## src/hw/cpu_pkg.sv

```systemverilog
package cpu_pkg;

	localparam int data_w = 16;
	localparam int reg_idx_w = 4;
	localparam int opcode_w = 8;
	localparam int shamt_w = 5;
	localparam int flags_w = 3;

	// composite opcode {instr[15:12], instr[7:4]}
	// immediate forms carry a zero low nibble and are matched on the upper nibble only
	typedef enum logic [opcode_w-1:0] {
		op_and   = 8'h01,
		op_or    = 8'h02,
		op_xor   = 8'h03,
		op_add   = 8'h05,
		op_sub   = 8'h09,
		op_cmp   = 8'h0b,
		op_mov   = 8'h0d,
		op_mul   = 8'h0e,
		op_andi  = 8'h10,
		op_ori   = 8'h20,
		op_xori  = 8'h30,
		op_load  = 8'h40,
		op_store = 8'h44,
		op_addi  = 8'h50,
		op_lshi  = 8'h80,
		op_lsh   = 8'h84,
		op_ashu  = 8'h86,
		op_subi  = 8'h90,
		op_cmpi  = 8'hb0,
		op_movi  = 8'hd0,
		op_muli  = 8'he0,
		op_lui   = 8'hf0
	} opcode_e;

	typedef enum logic [3:0] {
		add, sub, mul, and_op, or_op, xor_op, mov, lui, lsh, ashu
	} alu_op_e;

	typedef enum logic [2:0] {
		alu_reg,
		alu_imm,
		load,
		store,
		illegal
	} instr_class_e;

	// composite opcode 8'h00 is unused, so this word stops the core
	localparam logic [data_w-1:0] halt_word = 16'h0000;

endpackage

```

## src/hw/mem_arbiter.sv

```systemverilog
`timescale 1ns/10ps

module mem_arbiter #(
	parameter int addr_w = 10
) (
	input  logic                       clk,
	input  logic                       rst,
	input  logic                       host_req,
	input  logic                       host_we,
	input  logic [addr_w-1:0]          host_addr,
	input  logic [cpu_pkg::data_w-1:0] host_wdata,
	output logic                       host_rvalid,
	input  logic                       core_req,
	input  logic                       core_we,
	input  logic [addr_w-1:0]          core_addr,
	input  logic [cpu_pkg::data_w-1:0] core_wdata,
	output logic                       core_gnt,
	output logic                       core_rvalid,
	output logic                       mem_en,
	output logic                       mem_we,
	output logic [addr_w-1:0]          mem_addr,
	output logic [cpu_pkg::data_w-1:0] mem_wdata
);

	// host always wins, the core waits with its request held
	assign core_gnt = core_req && !host_req;

	assign mem_en = host_req || core_req;
	assign mem_we = host_req ? host_we : core_we;
	assign mem_addr = host_req ? host_addr : core_addr;
	assign mem_wdata = host_req ? host_wdata : core_wdata;

	// remember who owns the read in flight
	always_ff @(posedge clk)
	begin
		if (rst)
		begin
			host_rvalid <= 1'b0;
			core_rvalid <= 1'b0;
		end
		else
		begin
			host_rvalid <= host_req && !host_we;
			core_rvalid <= core_gnt && !core_we;
		end
	end

endmodule

```

## config.mk

```make
export PLATFORM = sky130hd
export DESIGN_NAME = mem_arbiter
export DESIGN_NICKNAME = d
export VERILOG_FILES = /design/src/hw/cpu_pkg.sv /design/src/hw/mem_arbiter.sv
export SDC_FILE = /design/constraint.sdc
export NUM_CORES = 1
export LEC_CHECK = 0
export BUFFER_PORTS_ARGS = -buffer_cell sky130_fd_sc_hd__clkbuf_2
export CAP_MARGIN = 40
export CORE_MARGIN = 1.5
export CORE_UTILIZATION = 21
export DETAILED_ROUTE_END_ITERATION = 10
export GPL_ROUTABILITY_DRIVEN = 0
export GPL_TIMING_DRIVEN = 1
export PLACE_DENSITY = 0.84
export SLEW_MARGIN = 20
export SYNTH_ARGS = -nofsm -noshare
export SYNTH_HDL_FRONTEND = slang
export SYNTH_SLANG_ARGS = --single-unit
```

## constraint.sdc

```tcl
create_clock -name clk -period 0.9 [get_ports clk]
set_clock_uncertainty 0.2 [all_clocks]
set_input_delay 0.225 -clock clk [delete_from_list [all_inputs] [get_ports clk]]
set_output_delay 0.225 -clock clk [all_outputs]
set_load 0.01 [all_outputs]
```

==> reports/results.ini <==
[grt]
overflow=0
grt_max_degree=12
antenna_found_initial=0
grt_pass1_wl_um=2540
track_usage_pct=16.6
grt_pass1_vias=634

[sta]
finalCritPeriodShare_pct=154
worst_slack_ps=-490
timing.fmax_ghz=0.719
grt_setup_unrepaired=true
timing.setup.tns_ps=-13930
maxSlewHeadroom_pct=85.7
finalMaxSlewViolations=0
finalCriticalPeriod_ps=1390
setup_viol=32
hold_viol=1
worst_hold_slack_ps=-3.88
worst_pin_slew_ps=214

[setup_path]
required_ps=470
critPathKind=in -> out
end_kind=primary output
start_kind=input port
crit_arrival_ps=970
path_max_fanout=6

[placement]
portBuffers=88
placed_cell_area_um2=997
hpwlAfterDp_um=1550
dp.cells=149

[synth]
yosys.area.top_type_share_pct=73.6
synth_nets=94
synthTopCellsByArea=mux2_2, dfxtp_1, buf_6
synth_warnings=0
syn_avg_cell_area_um2=11.5
synth_area_um2=413
synthCells=36
yosysTopAreaCell=mux2_2
ys_seq_area_share_pct=9.70
ys_types=7
ys_ff_latch=2

[clock_tree]
cts_tree=done
cts_buffers=3
clkTransAtPathRegs_ps=30
cts-htree-levels=1
cts.path.max_buffers=2
cts.sinks=2
clock-root-buffer=clkbuf_4

[floorplan]
design.core.area_um2=1780
ioPinCount=89
die_y_um=47.3
dieArea_um2=2240
start_util_pct=23.2
die_w_um=47.3
num_rows=15

[final_layout]
diodes=0
instances_no_fill=158
finish.utilization_pct=75.9
syn_to_final_growth_pct=228
finalNetCount=193
layout-drive-gt1-share_pct=99.2
final_area_um2=1350
fill_cells=105

[status]
outcome=complete, but fails checks
violations=negative hold slack, negative setup slack

[routing]
viasPerCell=4.59
wl_um=2580
vias=725
drc=0
wl_per_cell_um=16.3
drt.antenna.violating_nets=0
drtPass1Iterations=4
drt-initial-drc-count=16

[power_and_ir_drop]
powerDensity_nw_per_um2=763
peakVddDrop_mv=0.508
leakage_nw=0.780

[hold_path]
hold_path_class=in -> reg

[run]
maxCapViolCount=0

-- cell usage in the layout, fill, tap and decap left out --
| cell type | netlist | routed |
|---|---|---|
| nor4b_4 | 0 | 1 |
| buf_16 | 0 | 3 |
| clkbuf_4 | 0 | 3 |
| clkbuf_16 | 0 | 2 |
| mux2_4 | 0 | 27 |
| nor3b_1 | 1 | 1 |
| or2_4 | 0 | 1 |
| buf_6 | 3 | 28 |
| dfxtp_2 | 0 | 2 |
| buf_8 | 0 | 1 |
| nor2b_4 | 0 | 1 |
| buf_4 | 0 | 2 |
| clkbuf_2 | 0 | 60 |
| buf_12 | 0 | 1 |
-- sequential cells by signal, summed over array words and instances (netlist names) --
signal and count:
core_rvalid 1, host_rvalid 1
-- area by class of cell --
class	count	area, um^2	area share, %
multi-input combinational	31	459	33.9
sequential	2	42.5	3.14
clock buffer	3	22.5	1.66
tap	25	31.3	2.31
timing repair buffer	97	798	59.0
-- worst paths after layout --
kind / startpoint / end / slack, ps / cells after the start
max: host_req / mem_wdata[1] / -490 / 4
min: host_we / host_rvalid / -4 / 2
-- critical path, stage by stage --
cell and delay, ps:
clkbuf_16 160, clkbuf_16 160, mux2_4 300, buf_6 120
-- layer usage --
layer / share of wire, % / GRT usage [%]
met1: 31 / 11.7
met2: 58 / 37.8
met3: 8.4 / 1.54
met4: 2.6 / 10.6
met5: 0 / 0
-- report_power, final --
group          total, mW  switching (mW)  internal [mW]
Sequential        0.0944         0.00144         0.0929
Clock              0.208          0.0606          0.148
Combinational      0.730           0.247          0.483
-- synth_stat cells, drive strengths merged --
master  instances
mux2           27
buf             3
nor2b           1
dfxtp           2
nor3b           1
or2             1
nor4b           1
-- metrics by stage --
stage | hold slack [ps] | worst slack [ps] | total power, mW
after floorplan | 97.7 | -182 | 0.383
after global placement | 209 | -511 | 0.589
after detailed placement | 224 | -530 | 0.606
after CTS | -10.4 | -474 | 0.871
after global routing | -0.636 | -500 | 1.08
final | -3.88 | -490 | 1.03
-- logic make-up (layout without fill, tap and decap cells) --
| logic type | count (synthesis) | after routing | synth area share, % |
|---|---|---|---|
| buffers and inverters | 3 | 100 | 8.18 |
| multiplexers | 27 | 27 | 73.6 |
| AND/OR/NAND/NOR | 4 | 4 | 8.49 |
| flip-flops | 2 | 2 | 9.70 |
-- what timing repair did --
item / 4_1_cts / 5_1_grt
setup buffers: 1 / 1
pin swaps: 0 / 1
endpoints found under the hold margin: 2 / 1
cloned: 3 / 1
setup endpoints to repair: 31 / 32
resized for setup: 8 / 62
No activity file was read; power rests on OpenSTA's default activity.
