$ cat src/hw/cpu_pkg.sv
package cpu_pkg;

	localparam int data_w = 16;
	localparam int reg_idx_w = 4;
	localparam int opcode_w = 8;
	localparam int shamt_w = 5;
	localparam int flags_w = 3;

	// composite opcode {instr[15:12], instr[7:4]}
	// immediate forms carry a zero low nibble and are matched on the upper nibble only
	typedef enum logic [opcode_w-1:0] {
		op_and   = 8'h01,
		op_or    = 8'h02,
		op_xor   = 8'h03,
		op_add   = 8'h05,
		op_sub   = 8'h09,
		op_cmp   = 8'h0b,
		op_mov   = 8'h0d,
		op_mul   = 8'h0e,
		op_andi  = 8'h10,
		op_ori   = 8'h20,
		op_xori  = 8'h30,
		op_load  = 8'h40,
		op_store = 8'h44,
		op_addi  = 8'h50,
		op_lshi  = 8'h80,
		op_lsh   = 8'h84,
		op_ashu  = 8'h86,
		op_subi  = 8'h90,
		op_cmpi  = 8'hb0,
		op_movi  = 8'hd0,
		op_muli  = 8'he0,
		op_lui   = 8'hf0
	} opcode_e;

	typedef enum logic [3:0] {
		add, sub, mul, and_op, or_op, xor_op, mov, lui, lsh, ashu
	} alu_op_e;

	typedef enum logic [2:0] {
		alu_reg,
		alu_imm,
		load,
		store,
		illegal
	} instr_class_e;

	// composite opcode 8'h00 is unused, so this word stops the core
	localparam logic [data_w-1:0] halt_word = 16'h0000;

endpackage

$ cat src/hw/instr_decoder.sv
`timescale 1ns/10ps

module instr_decoder (
	input  logic [cpu_pkg::data_w-1:0]    instr,
	output logic [cpu_pkg::reg_idx_w-1:0] rd_idx,
	output logic [cpu_pkg::reg_idx_w-1:0] rs_idx,
	output cpu_pkg::alu_op_e              alu_op,
	output cpu_pkg::instr_class_e         instr_class,
	output logic [cpu_pkg::data_w-1:0]    imm,
	output logic                          is_cmp
);

	logic [cpu_pkg::opcode_w-1:0] op;
	logic [7:0]                   imm_byte;
	logic [cpu_pkg::data_w-1:0]   imm_sext;
	logic [cpu_pkg::data_w-1:0]   imm_zext;

	assign op = {instr[15:12], instr[7:4]};
	assign rd_idx = instr[11:8];
	assign rs_idx = instr[3:0];

	// the immediate byte spans the op extension and rs fields
	assign imm_byte = instr[7:0];
	assign imm_sext = {{8{imm_byte[7]}}, imm_byte};
	assign imm_zext = {8'h00, imm_byte};

	always_comb
	begin
		alu_op = cpu_pkg::mov;
		instr_class = cpu_pkg::alu_reg;
		imm = '0;
		is_cmp = 1'b0;
		case (op)
			cpu_pkg::op_add:   alu_op = cpu_pkg::add;
			cpu_pkg::op_sub:   alu_op = cpu_pkg::sub;
			cpu_pkg::op_mul:   alu_op = cpu_pkg::mul;
			cpu_pkg::op_and:   alu_op = cpu_pkg::and_op;
			cpu_pkg::op_or:    alu_op = cpu_pkg::or_op;
			cpu_pkg::op_xor:   alu_op = cpu_pkg::xor_op;
			cpu_pkg::op_mov:   alu_op = cpu_pkg::mov;
			cpu_pkg::op_lsh:   alu_op = cpu_pkg::lsh;
			cpu_pkg::op_ashu:  alu_op = cpu_pkg::ashu;
			cpu_pkg::op_load:  instr_class = cpu_pkg::load;
			cpu_pkg::op_store: instr_class = cpu_pkg::store;
			cpu_pkg::op_cmp:
			begin
				alu_op = cpu_pkg::sub;
				is_cmp = 1'b1;
			end
			default:
			begin
				// immediate forms, only the upper nibble is significant
				instr_class = cpu_pkg::alu_imm;
				imm = imm_zext;
				case ({op[7:4], 4'h0})
					cpu_pkg::op_andi: alu_op = cpu_pkg::and_op;
					cpu_pkg::op_ori:  alu_op = cpu_pkg::or_op;
					cpu_pkg::op_xori: alu_op = cpu_pkg::xor_op;
					cpu_pkg::op_movi: alu_op = cpu_pkg::mov;
					cpu_pkg::op_lshi: alu_op = cpu_pkg::lsh;
					cpu_pkg::op_addi:
					begin
						alu_op = cpu_pkg::add;
						imm = imm_sext;
					end
					cpu_pkg::op_subi:
					begin
						alu_op = cpu_pkg::sub;
						imm = imm_sext;
					end
					cpu_pkg::op_muli:
					begin
						alu_op = cpu_pkg::mul;
						imm = imm_sext;
					end
					cpu_pkg::op_cmpi:
					begin
						alu_op = cpu_pkg::sub;
						imm = imm_sext;
						is_cmp = 1'b1;
					end
					cpu_pkg::op_lui:
					begin
						alu_op = cpu_pkg::lui;
						imm = {imm_byte, 8'h00};
					end
					default: instr_class = cpu_pkg::illegal;
				endcase
			end
		endcase
	end

endmodule

$ cat src/hw/alu.sv
`timescale 1ns/10ps

module alu (
	input  cpu_pkg::alu_op_e           op,
	input  logic [cpu_pkg::data_w-1:0] a,
	input  logic [cpu_pkg::data_w-1:0] b,
	output logic [cpu_pkg::data_w-1:0] y,
	output logic                       zero,
	output logic                       negative,
	output logic                       carry
);

	localparam int w = cpu_pkg::data_w;
	localparam int sw = cpu_pkg::shamt_w;

	logic [w:0]     sum;
	logic [w:0]     diff;
	logic [2*w-1:0] prod;
	logic           shift_right;
	logic [sw-1:0]  shamt_mag;
	logic [w-1:0]   shl;
	logic [w-1:0]   shr;
	logic [w-1:0]   sar;

	assign sum = {1'b0, a} + {1'b0, b};
	assign diff = {1'b0, a} - {1'b0, b};
	assign prod = a * b;

	// low five bits of b are a signed shift count, negative means right
	assign shift_right = b[sw-1];
	assign shamt_mag = shift_right ? (~b[sw-1:0] + 1'b1) : b[sw-1:0];
	assign shl = a << shamt_mag;
	assign shr = a >> shamt_mag;
	assign sar = $signed(a) >>> shamt_mag;

	always_comb
	begin
		carry = 1'b0;
		case (op)
			cpu_pkg::add:
			begin
				y = sum[w-1:0];
				carry = sum[w];
			end
			cpu_pkg::sub:
			begin
				y = diff[w-1:0];
				// unsigned borrow
				carry = diff[w];
			end
			cpu_pkg::mul:    y = prod[w-1:0];
			cpu_pkg::and_op: y = a & b;
			cpu_pkg::or_op:  y = a | b;
			cpu_pkg::xor_op: y = a ^ b;
			cpu_pkg::mov:    y = b;
			// upper byte from the immediate, lower byte of rd kept
			cpu_pkg::lui:    y = {b[w-1:8], a[7:0]};
			cpu_pkg::lsh:    y = shift_right ? shr : shl;
			cpu_pkg::ashu:   y = shift_right ? sar : shl;
			default:         y = a;
		endcase
	end

	assign zero = (y == '0);
	assign negative = y[w-1];

endmodule

$ cat src/hw/reg_file.sv
`timescale 1ns/10ps

module reg_file (
	input  logic                          clk,
	input  logic                          rst,
	input  logic [cpu_pkg::reg_idx_w-1:0] ra_idx,
	input  logic [cpu_pkg::reg_idx_w-1:0] rb_idx,
	output logic [cpu_pkg::data_w-1:0]    ra_data,
	output logic [cpu_pkg::data_w-1:0]    rb_data,
	input  logic                          we,
	input  logic [cpu_pkg::reg_idx_w-1:0] w_idx,
	input  logic [cpu_pkg::data_w-1:0]    w_data
);

	logic [cpu_pkg::data_w-1:0] regs [2**cpu_pkg::reg_idx_w];

	always_ff @(posedge clk)
	begin
		if (rst)
		begin
			regs <= '{default: '0};
		end
		else if (we)
		begin
			regs[w_idx] <= w_data;
		end
	end

	// asynchronous reads
	assign ra_data = regs[ra_idx];
	assign rb_data = regs[rb_idx];

endmodule

$ cat src/hw/core_ctrl.sv
`timescale 1ns/10ps

module core_ctrl #(
	parameter int addr_w = 10
) (
	input  logic                        clk,
	input  logic                        rst,
	input  logic                        start,
	output logic                        halted,
	// {zero, negative, carry} from the last compare
	output logic [cpu_pkg::flags_w-1:0] flags,
	output logic                        core_req,
	output logic                        core_we,
	output logic [addr_w-1:0]           core_addr,
	output logic [cpu_pkg::data_w-1:0]  core_wdata,
	input  logic                        core_gnt,
	input  logic                        core_rvalid,
	input  logic [cpu_pkg::data_w-1:0]  mem_rdata
);

	typedef enum logic [2:0] {
		idle,
		fetch,
		fetch_wait,
		execute,
		data_req,
		data_wait
	} state_e;

	state_e                        state;
	logic [addr_w-1:0]             pc;
	logic [cpu_pkg::data_w-1:0]    ir;
	logic [cpu_pkg::reg_idx_w-1:0] rd_idx;
	logic [cpu_pkg::reg_idx_w-1:0] rs_idx;
	cpu_pkg::alu_op_e              alu_op;
	cpu_pkg::instr_class_e         instr_class;
	logic [cpu_pkg::data_w-1:0]    imm;
	logic                          is_cmp;
	logic [cpu_pkg::data_w-1:0]    ra_data;
	logic [cpu_pkg::data_w-1:0]    rb_data;
	logic [cpu_pkg::data_w-1:0]    alu_b;
	logic [cpu_pkg::data_w-1:0]    alu_y;
	logic                          alu_zero;
	logic                          alu_negative;
	logic                          alu_carry;
	logic                          is_alu;
	logic                          rf_we;
	logic [cpu_pkg::data_w-1:0]    rf_wdata;

	instr_decoder decoder_i (
		.instr       (ir),
		.rd_idx      (rd_idx),
		.rs_idx      (rs_idx),
		.alu_op      (alu_op),
		.instr_class (instr_class),
		.imm         (imm),
		.is_cmp      (is_cmp)
	);

	reg_file reg_file_i (
		.clk     (clk),
		.rst     (rst),
		.ra_idx  (rd_idx),
		.rb_idx  (rs_idx),
		.ra_data (ra_data),
		.rb_data (rb_data),
		.we      (rf_we),
		.w_idx   (rd_idx),
		.w_data  (rf_wdata)
	);

	alu alu_i (
		.op       (alu_op),
		.a        (ra_data),
		.b        (alu_b),
		.y        (alu_y),
		.zero     (alu_zero),
		.negative (alu_negative),
		.carry    (alu_carry)
	);

	assign is_alu = (instr_class == cpu_pkg::alu_reg) || (instr_class == cpu_pkg::alu_imm);
	assign alu_b = (instr_class == cpu_pkg::alu_imm) ? imm : rb_data;

	// compares only touch the flags
	assign rf_we = ((state == execute) && is_alu && !is_cmp) ||
		((state == data_wait) && core_rvalid);
	assign rf_wdata = (state == data_wait) ? mem_rdata : alu_y;

	// request stays up, unchanged, until granted
	assign core_req = (state == fetch) || (state == data_req);
	assign core_we = (state == data_req) && (instr_class == cpu_pkg::store);
	assign core_addr = (state == fetch) ? pc : rb_data[addr_w-1:0];
	assign core_wdata = ra_data;

	always_ff @(posedge clk)
	begin
		if (rst)
		begin
			state <= idle;
			pc <= '0;
			halted <= 1'b1;
			flags <= '0;
		end
		else if (start)
		begin
			state <= fetch;
			pc <= '0;
			halted <= 1'b0;
		end
		else
		begin
			case (state)
				fetch:
				begin
					if (core_gnt)
						state <= fetch_wait;
				end
				fetch_wait:
				begin
					if (core_rvalid)
						state <= execute;
				end
				execute:
				begin
					if (is_alu)
					begin
						if (is_cmp)
							flags <= {alu_zero, alu_negative, alu_carry};
						pc <= pc + 1'b1;
						state <= fetch;
					end
					else if ((instr_class == cpu_pkg::load) || (instr_class == cpu_pkg::store))
					begin
						pc <= pc + 1'b1;
						state <= data_req;
					end
					else
					begin
						halted <= 1'b1;
						state <= idle;
					end
				end
				data_req:
				begin
					if (core_gnt)
						state <= (instr_class == cpu_pkg::store) ? fetch : data_wait;
				end
				data_wait:
				begin
					if (core_rvalid)
						state <= fetch;
				end
				default: state <= idle;
			endcase
		end
	end

	// instruction register
	always_ff @(posedge clk)
	begin
		if ((state == fetch_wait) && core_rvalid)
			ir <= mem_rdata;
	end

endmodule

$ cat config.mk
export PLATFORM = sky130hd
export DESIGN_NAME = core_ctrl
export DESIGN_NICKNAME = d
export VERILOG_FILES = /design/src/hw/cpu_pkg.sv /design/src/hw/instr_decoder.sv /design/src/hw/alu.sv /design/src/hw/reg_file.sv /design/src/hw/core_ctrl.sv
export SDC_FILE = /design/constraint.sdc
export NUM_CORES = 1
export LEC_CHECK = 0
export BUFFER_PORTS_ARGS = -buffer_cell sky130_fd_sc_hd__clkbuf_2
export CORE_ASPECT_RATIO = 1.1
export CORE_MARGIN = 4
export CORE_UTILIZATION = 54
export CTS_BUF_LIST = sky130_fd_sc_hd__clkbuf_16
export DETAILED_ROUTE_END_ITERATION = 8
export GPL_ROUTABILITY_DRIVEN = 0
export PLACE_DENSITY = 0.74
export SYNTH_ARGS = -nofsm -noshare
export SYNTH_HDL_FRONTEND = slang
export SYNTH_SLANG_ARGS = --single-unit
$ cat constraint.sdc
create_clock -name clk -period 21.6 [get_ports clk]
set_input_delay 6.48 -clock clk [delete_from_list [all_inputs] [get_ports clk]]
set_output_delay 6.48 -clock clk [all_outputs]
set_load 0.05 [all_outputs]
==> flow_metrics.tcl <==
set metrics [dict create \
    synth_nets 3010 \
    first_global_vias 22400 \
    fillerInstances 3846 \
    cts_hold_buffers 0 \
    multi_input_area_mm2 0.0163 \
    grt_max_degree 114 \
    seq_area_frac_synth_pct 24.9 \
    min_path_type "reg2reg" \
    netlist_top_cells_count "nand2_1 (475), nor2_1 (278), dfxtp_1 (273), a21oi_1 (262), inv_1 (167)" \
    rrSetupSlack_ps 11490 \
    cts_resized 0 \
    met3WireLength_um 10500 \
    ys_ff_latch 289 \
    antenna_left 0 \
    worst_setup_path_start_kind "flop" \
    min_period_ps 10920 \
    whs_path_depth 2 \
    min_from "reg_file_i.regs[110]" \
    slew_headroom_pct 8.93 \
    finalClockSkew_ps 41.9 \
    rsz0062_at_grt "false" \
    antenna_found_initial 0 \
    yosysTopAreaCell "dfxtp_1" \
    fin_crit_sh_pct 50.5 \
    crit_fanout 29 \
    routed_wirelength_um 85700 \
    cts.htree.levels 1 \
    synth_area_mm2 0.0238 \
    synthesis.instances 2805 \
    hpwl_um 58800 \
    setup_tns_ps 0 \
    cts_buffers 30 \
    rows 80 \
    ir_drop_mv 0.0744 \
    yosysWarnings 0 \
    clock_sinks 289 \
    overflow 0 \
    setup_viol 0 \
    die-width_um 208 \
    async_reset_ff_share_pct 0 \
    ios 53 \
    topRoutingLayerUsed "met4" \
    grtUsageTotal_pct 34.5 \
    ys_types 100 \
    nets 2937 \
    maxSlewViolCount 0 \
    clk_latency_ps 600 \
    r2r_end "reg_file_i.regs[47]" \
    postCtsSetupBuffers 0 \
    p_per_area_mw_per_mm2 44.0 \
    die_area_mm2 0.0476 \
    required_ps 15120 \
    r2r_start "ir[0]" \
    diodes 0 \
    core_mm2 0.0435 \
    power_mw 1.11 \
    r2r_cells 29 \
    synth_top_area_share_pct 22.9 \
    viasPerCell 6.81 \
    whs_endpoint "reg_file_i.regs[110]" \
    p_leak_nw 9.35 \
    cp.arrival_ps 4440 \
    critPathCaptureType "output pin" \
    area_delta_synth_final_pct 6.16 \
    dr.pass1.iters 9 \
    cts_tree "yes" \
    hold_viol_final 0 \
    violations "design-rule violations" \
    clock_path_buffers 3 \
    yosys-top-cells-area "dfxtp_1 (23%), mux4_2 (13%), nand2_1 (7.5%), fa_1 (6.8%), a21oi_1 (5.5%)" \
    synth_ff_type "dfxtp_1" \
    portBuffers 52 \
    drv_cap 0 \
    start_util_pct 54.8 \
    yosysMostFrequentCell "nand2_1" \
    first_iter_violations 3131 \
    ff_latch_area_mm2 0.00595 \
    grt_pass1_wl_um 130000 \
    fmax_ghz 0.0916 \
    drive_gt1_share_pct 14.4 \
    status "complete, but fails checks" \
    die_h_um 228 \
    dr_total_vias 22700 \
    wl_met1_um 29500 \
    criticalPathCategory "reg2out" \
    cts-root-buf "clkbuf_16" \
    met2WireLength_um 38300 \
    drc 2 \
    wl_per_cell_um 25.7 \
    avgSynthCellArea_um2 8.50 \
    synth_edf_count 16 \
    tightestPinTransition_ps 1360 \
    cts.clk_slew.worst_paths_ps 60 \
]
-- metal layers --
| layer | vias up | GRT usage, % |
|---|---|---|
| li1 | 9809 | - |
| met1 | 10700 | 41.5 |
| met2 | 1673 | 54.5 |
| met3 | 503 | 8.46 |
| met4 | 0 | 23.8 |
| met5 | - | 0 |
-- per-stage QoR --
stage | hold WS [ps] | area, um2 | setup WS, ps | instances | utilization (%)
floorplan | 439 | 23800 | 12430 | 2805 | -
global placement | 449 | 24300 | 11340 | 3274 | 55.9
detailed placement | 458 | 24300 | 11310 | 3274 | 55.9
CTS | 466 | 25300 | 10720 | 3330 | 58.1
global route | 485 | 25300 | 10460 | 3330 | 58.1
finish | 463 | 25300 | 10680 | 3330 | 58.1
-- flip-flops by register name (all words and copies together) (netlist names) --
name             cells
halted               1
flags                3
pc                  10
state                3
ir                  16
reg_file_i.regs    256
-- final cells by class --
type	count	share of cell area, %
clock inverter	26	0.865
tap	574	2.84
timing repair buffer	115	2.92
multi-input combinational	2116	64.2
inverter	180	2.67
clock buffer	30	2.97
sequential	289	23.5
-- worst max-delay path: stages, from the launching register on --
cell	delay [ps]
edfxtp_1	630
buf_4	530
buf_4	570
mux4_2	570
mux2_2	270
o21ai_1	280
buf_4	390
inv_1	260
clkbuf_2	300
-- cells in the final DEF, fill, tap and decap left out, types with 12 or more instances in the layout --
master	n
a211oi_1	96
a21o_1	20
a21oi_1	262
a22oi_1	19
a31oi_1	12
and2_1	14
and3_1	13
buf_4	63
clkbuf_16	30
clkbuf_2	51
dfxtp_1	273
edfxtp_1	16
fa_1	81
ha_1	103
inv_1	172
mux2_2	22
mux2i_1	71
mux4_2	141
nand2_1	475
nand2b_1	18
nand3_1	41
nand3b_1	19
nand4_1	13
nor2_1	262
nor2_2	18
nor2b_1	16
nor3_1	24
o211ai_1	22
o21ai_0	53
o21ai_1	25
o221ai_1	12
o22ai_1	14
o31ai_1	14
xnor2_1	38
xor2_1	12
-- cells by family (layout without fill, tap and decap cells) --
family | after synthesis | in the layout | synth area share (%)
AND/OR/NAND/NOR | 960 | 960 | 17.2
AO/OA/AOI/OAI | 680 | 680 | 18.9
buffers and inverters | 400 | 351 | 7.13
flip-flops | 289 | 289 | 24.9
multiplexers | 239 | 239 | 17.6
adder cells (fa/ha/maj) | 184 | 184 | 12.2
XOR/XNOR | 53 | 53 | 2.04
-- worst max-delay path by stage --
stage	start	end	cells past startpoint
2_1_floorplan	ir[0]	core_addr[4]	8
3_3_place_gp	ir[8]	core_wdata[0]	8
3_5_place_dp	ir[8]	core_wdata[0]	8
4_1_cts	ir[8]	core_wdata[0]	8
5_1_grt	ir[8]	core_wdata[0]	8
6_report	ir[8]	core_wdata[0]	8
-- report_power, final --
group / internal (mW) / total (mW) / leakage [nW] / switching [mW]
clock: 0.290 / 0.520 / 0.500 / 0.230
combinational: 0.0154 / 0.0549 / 6.51 / 0.0395
sequential: 0.538 / 0.539 / 2.34 / 0.000957
Power figures use the tool's default switching activity.
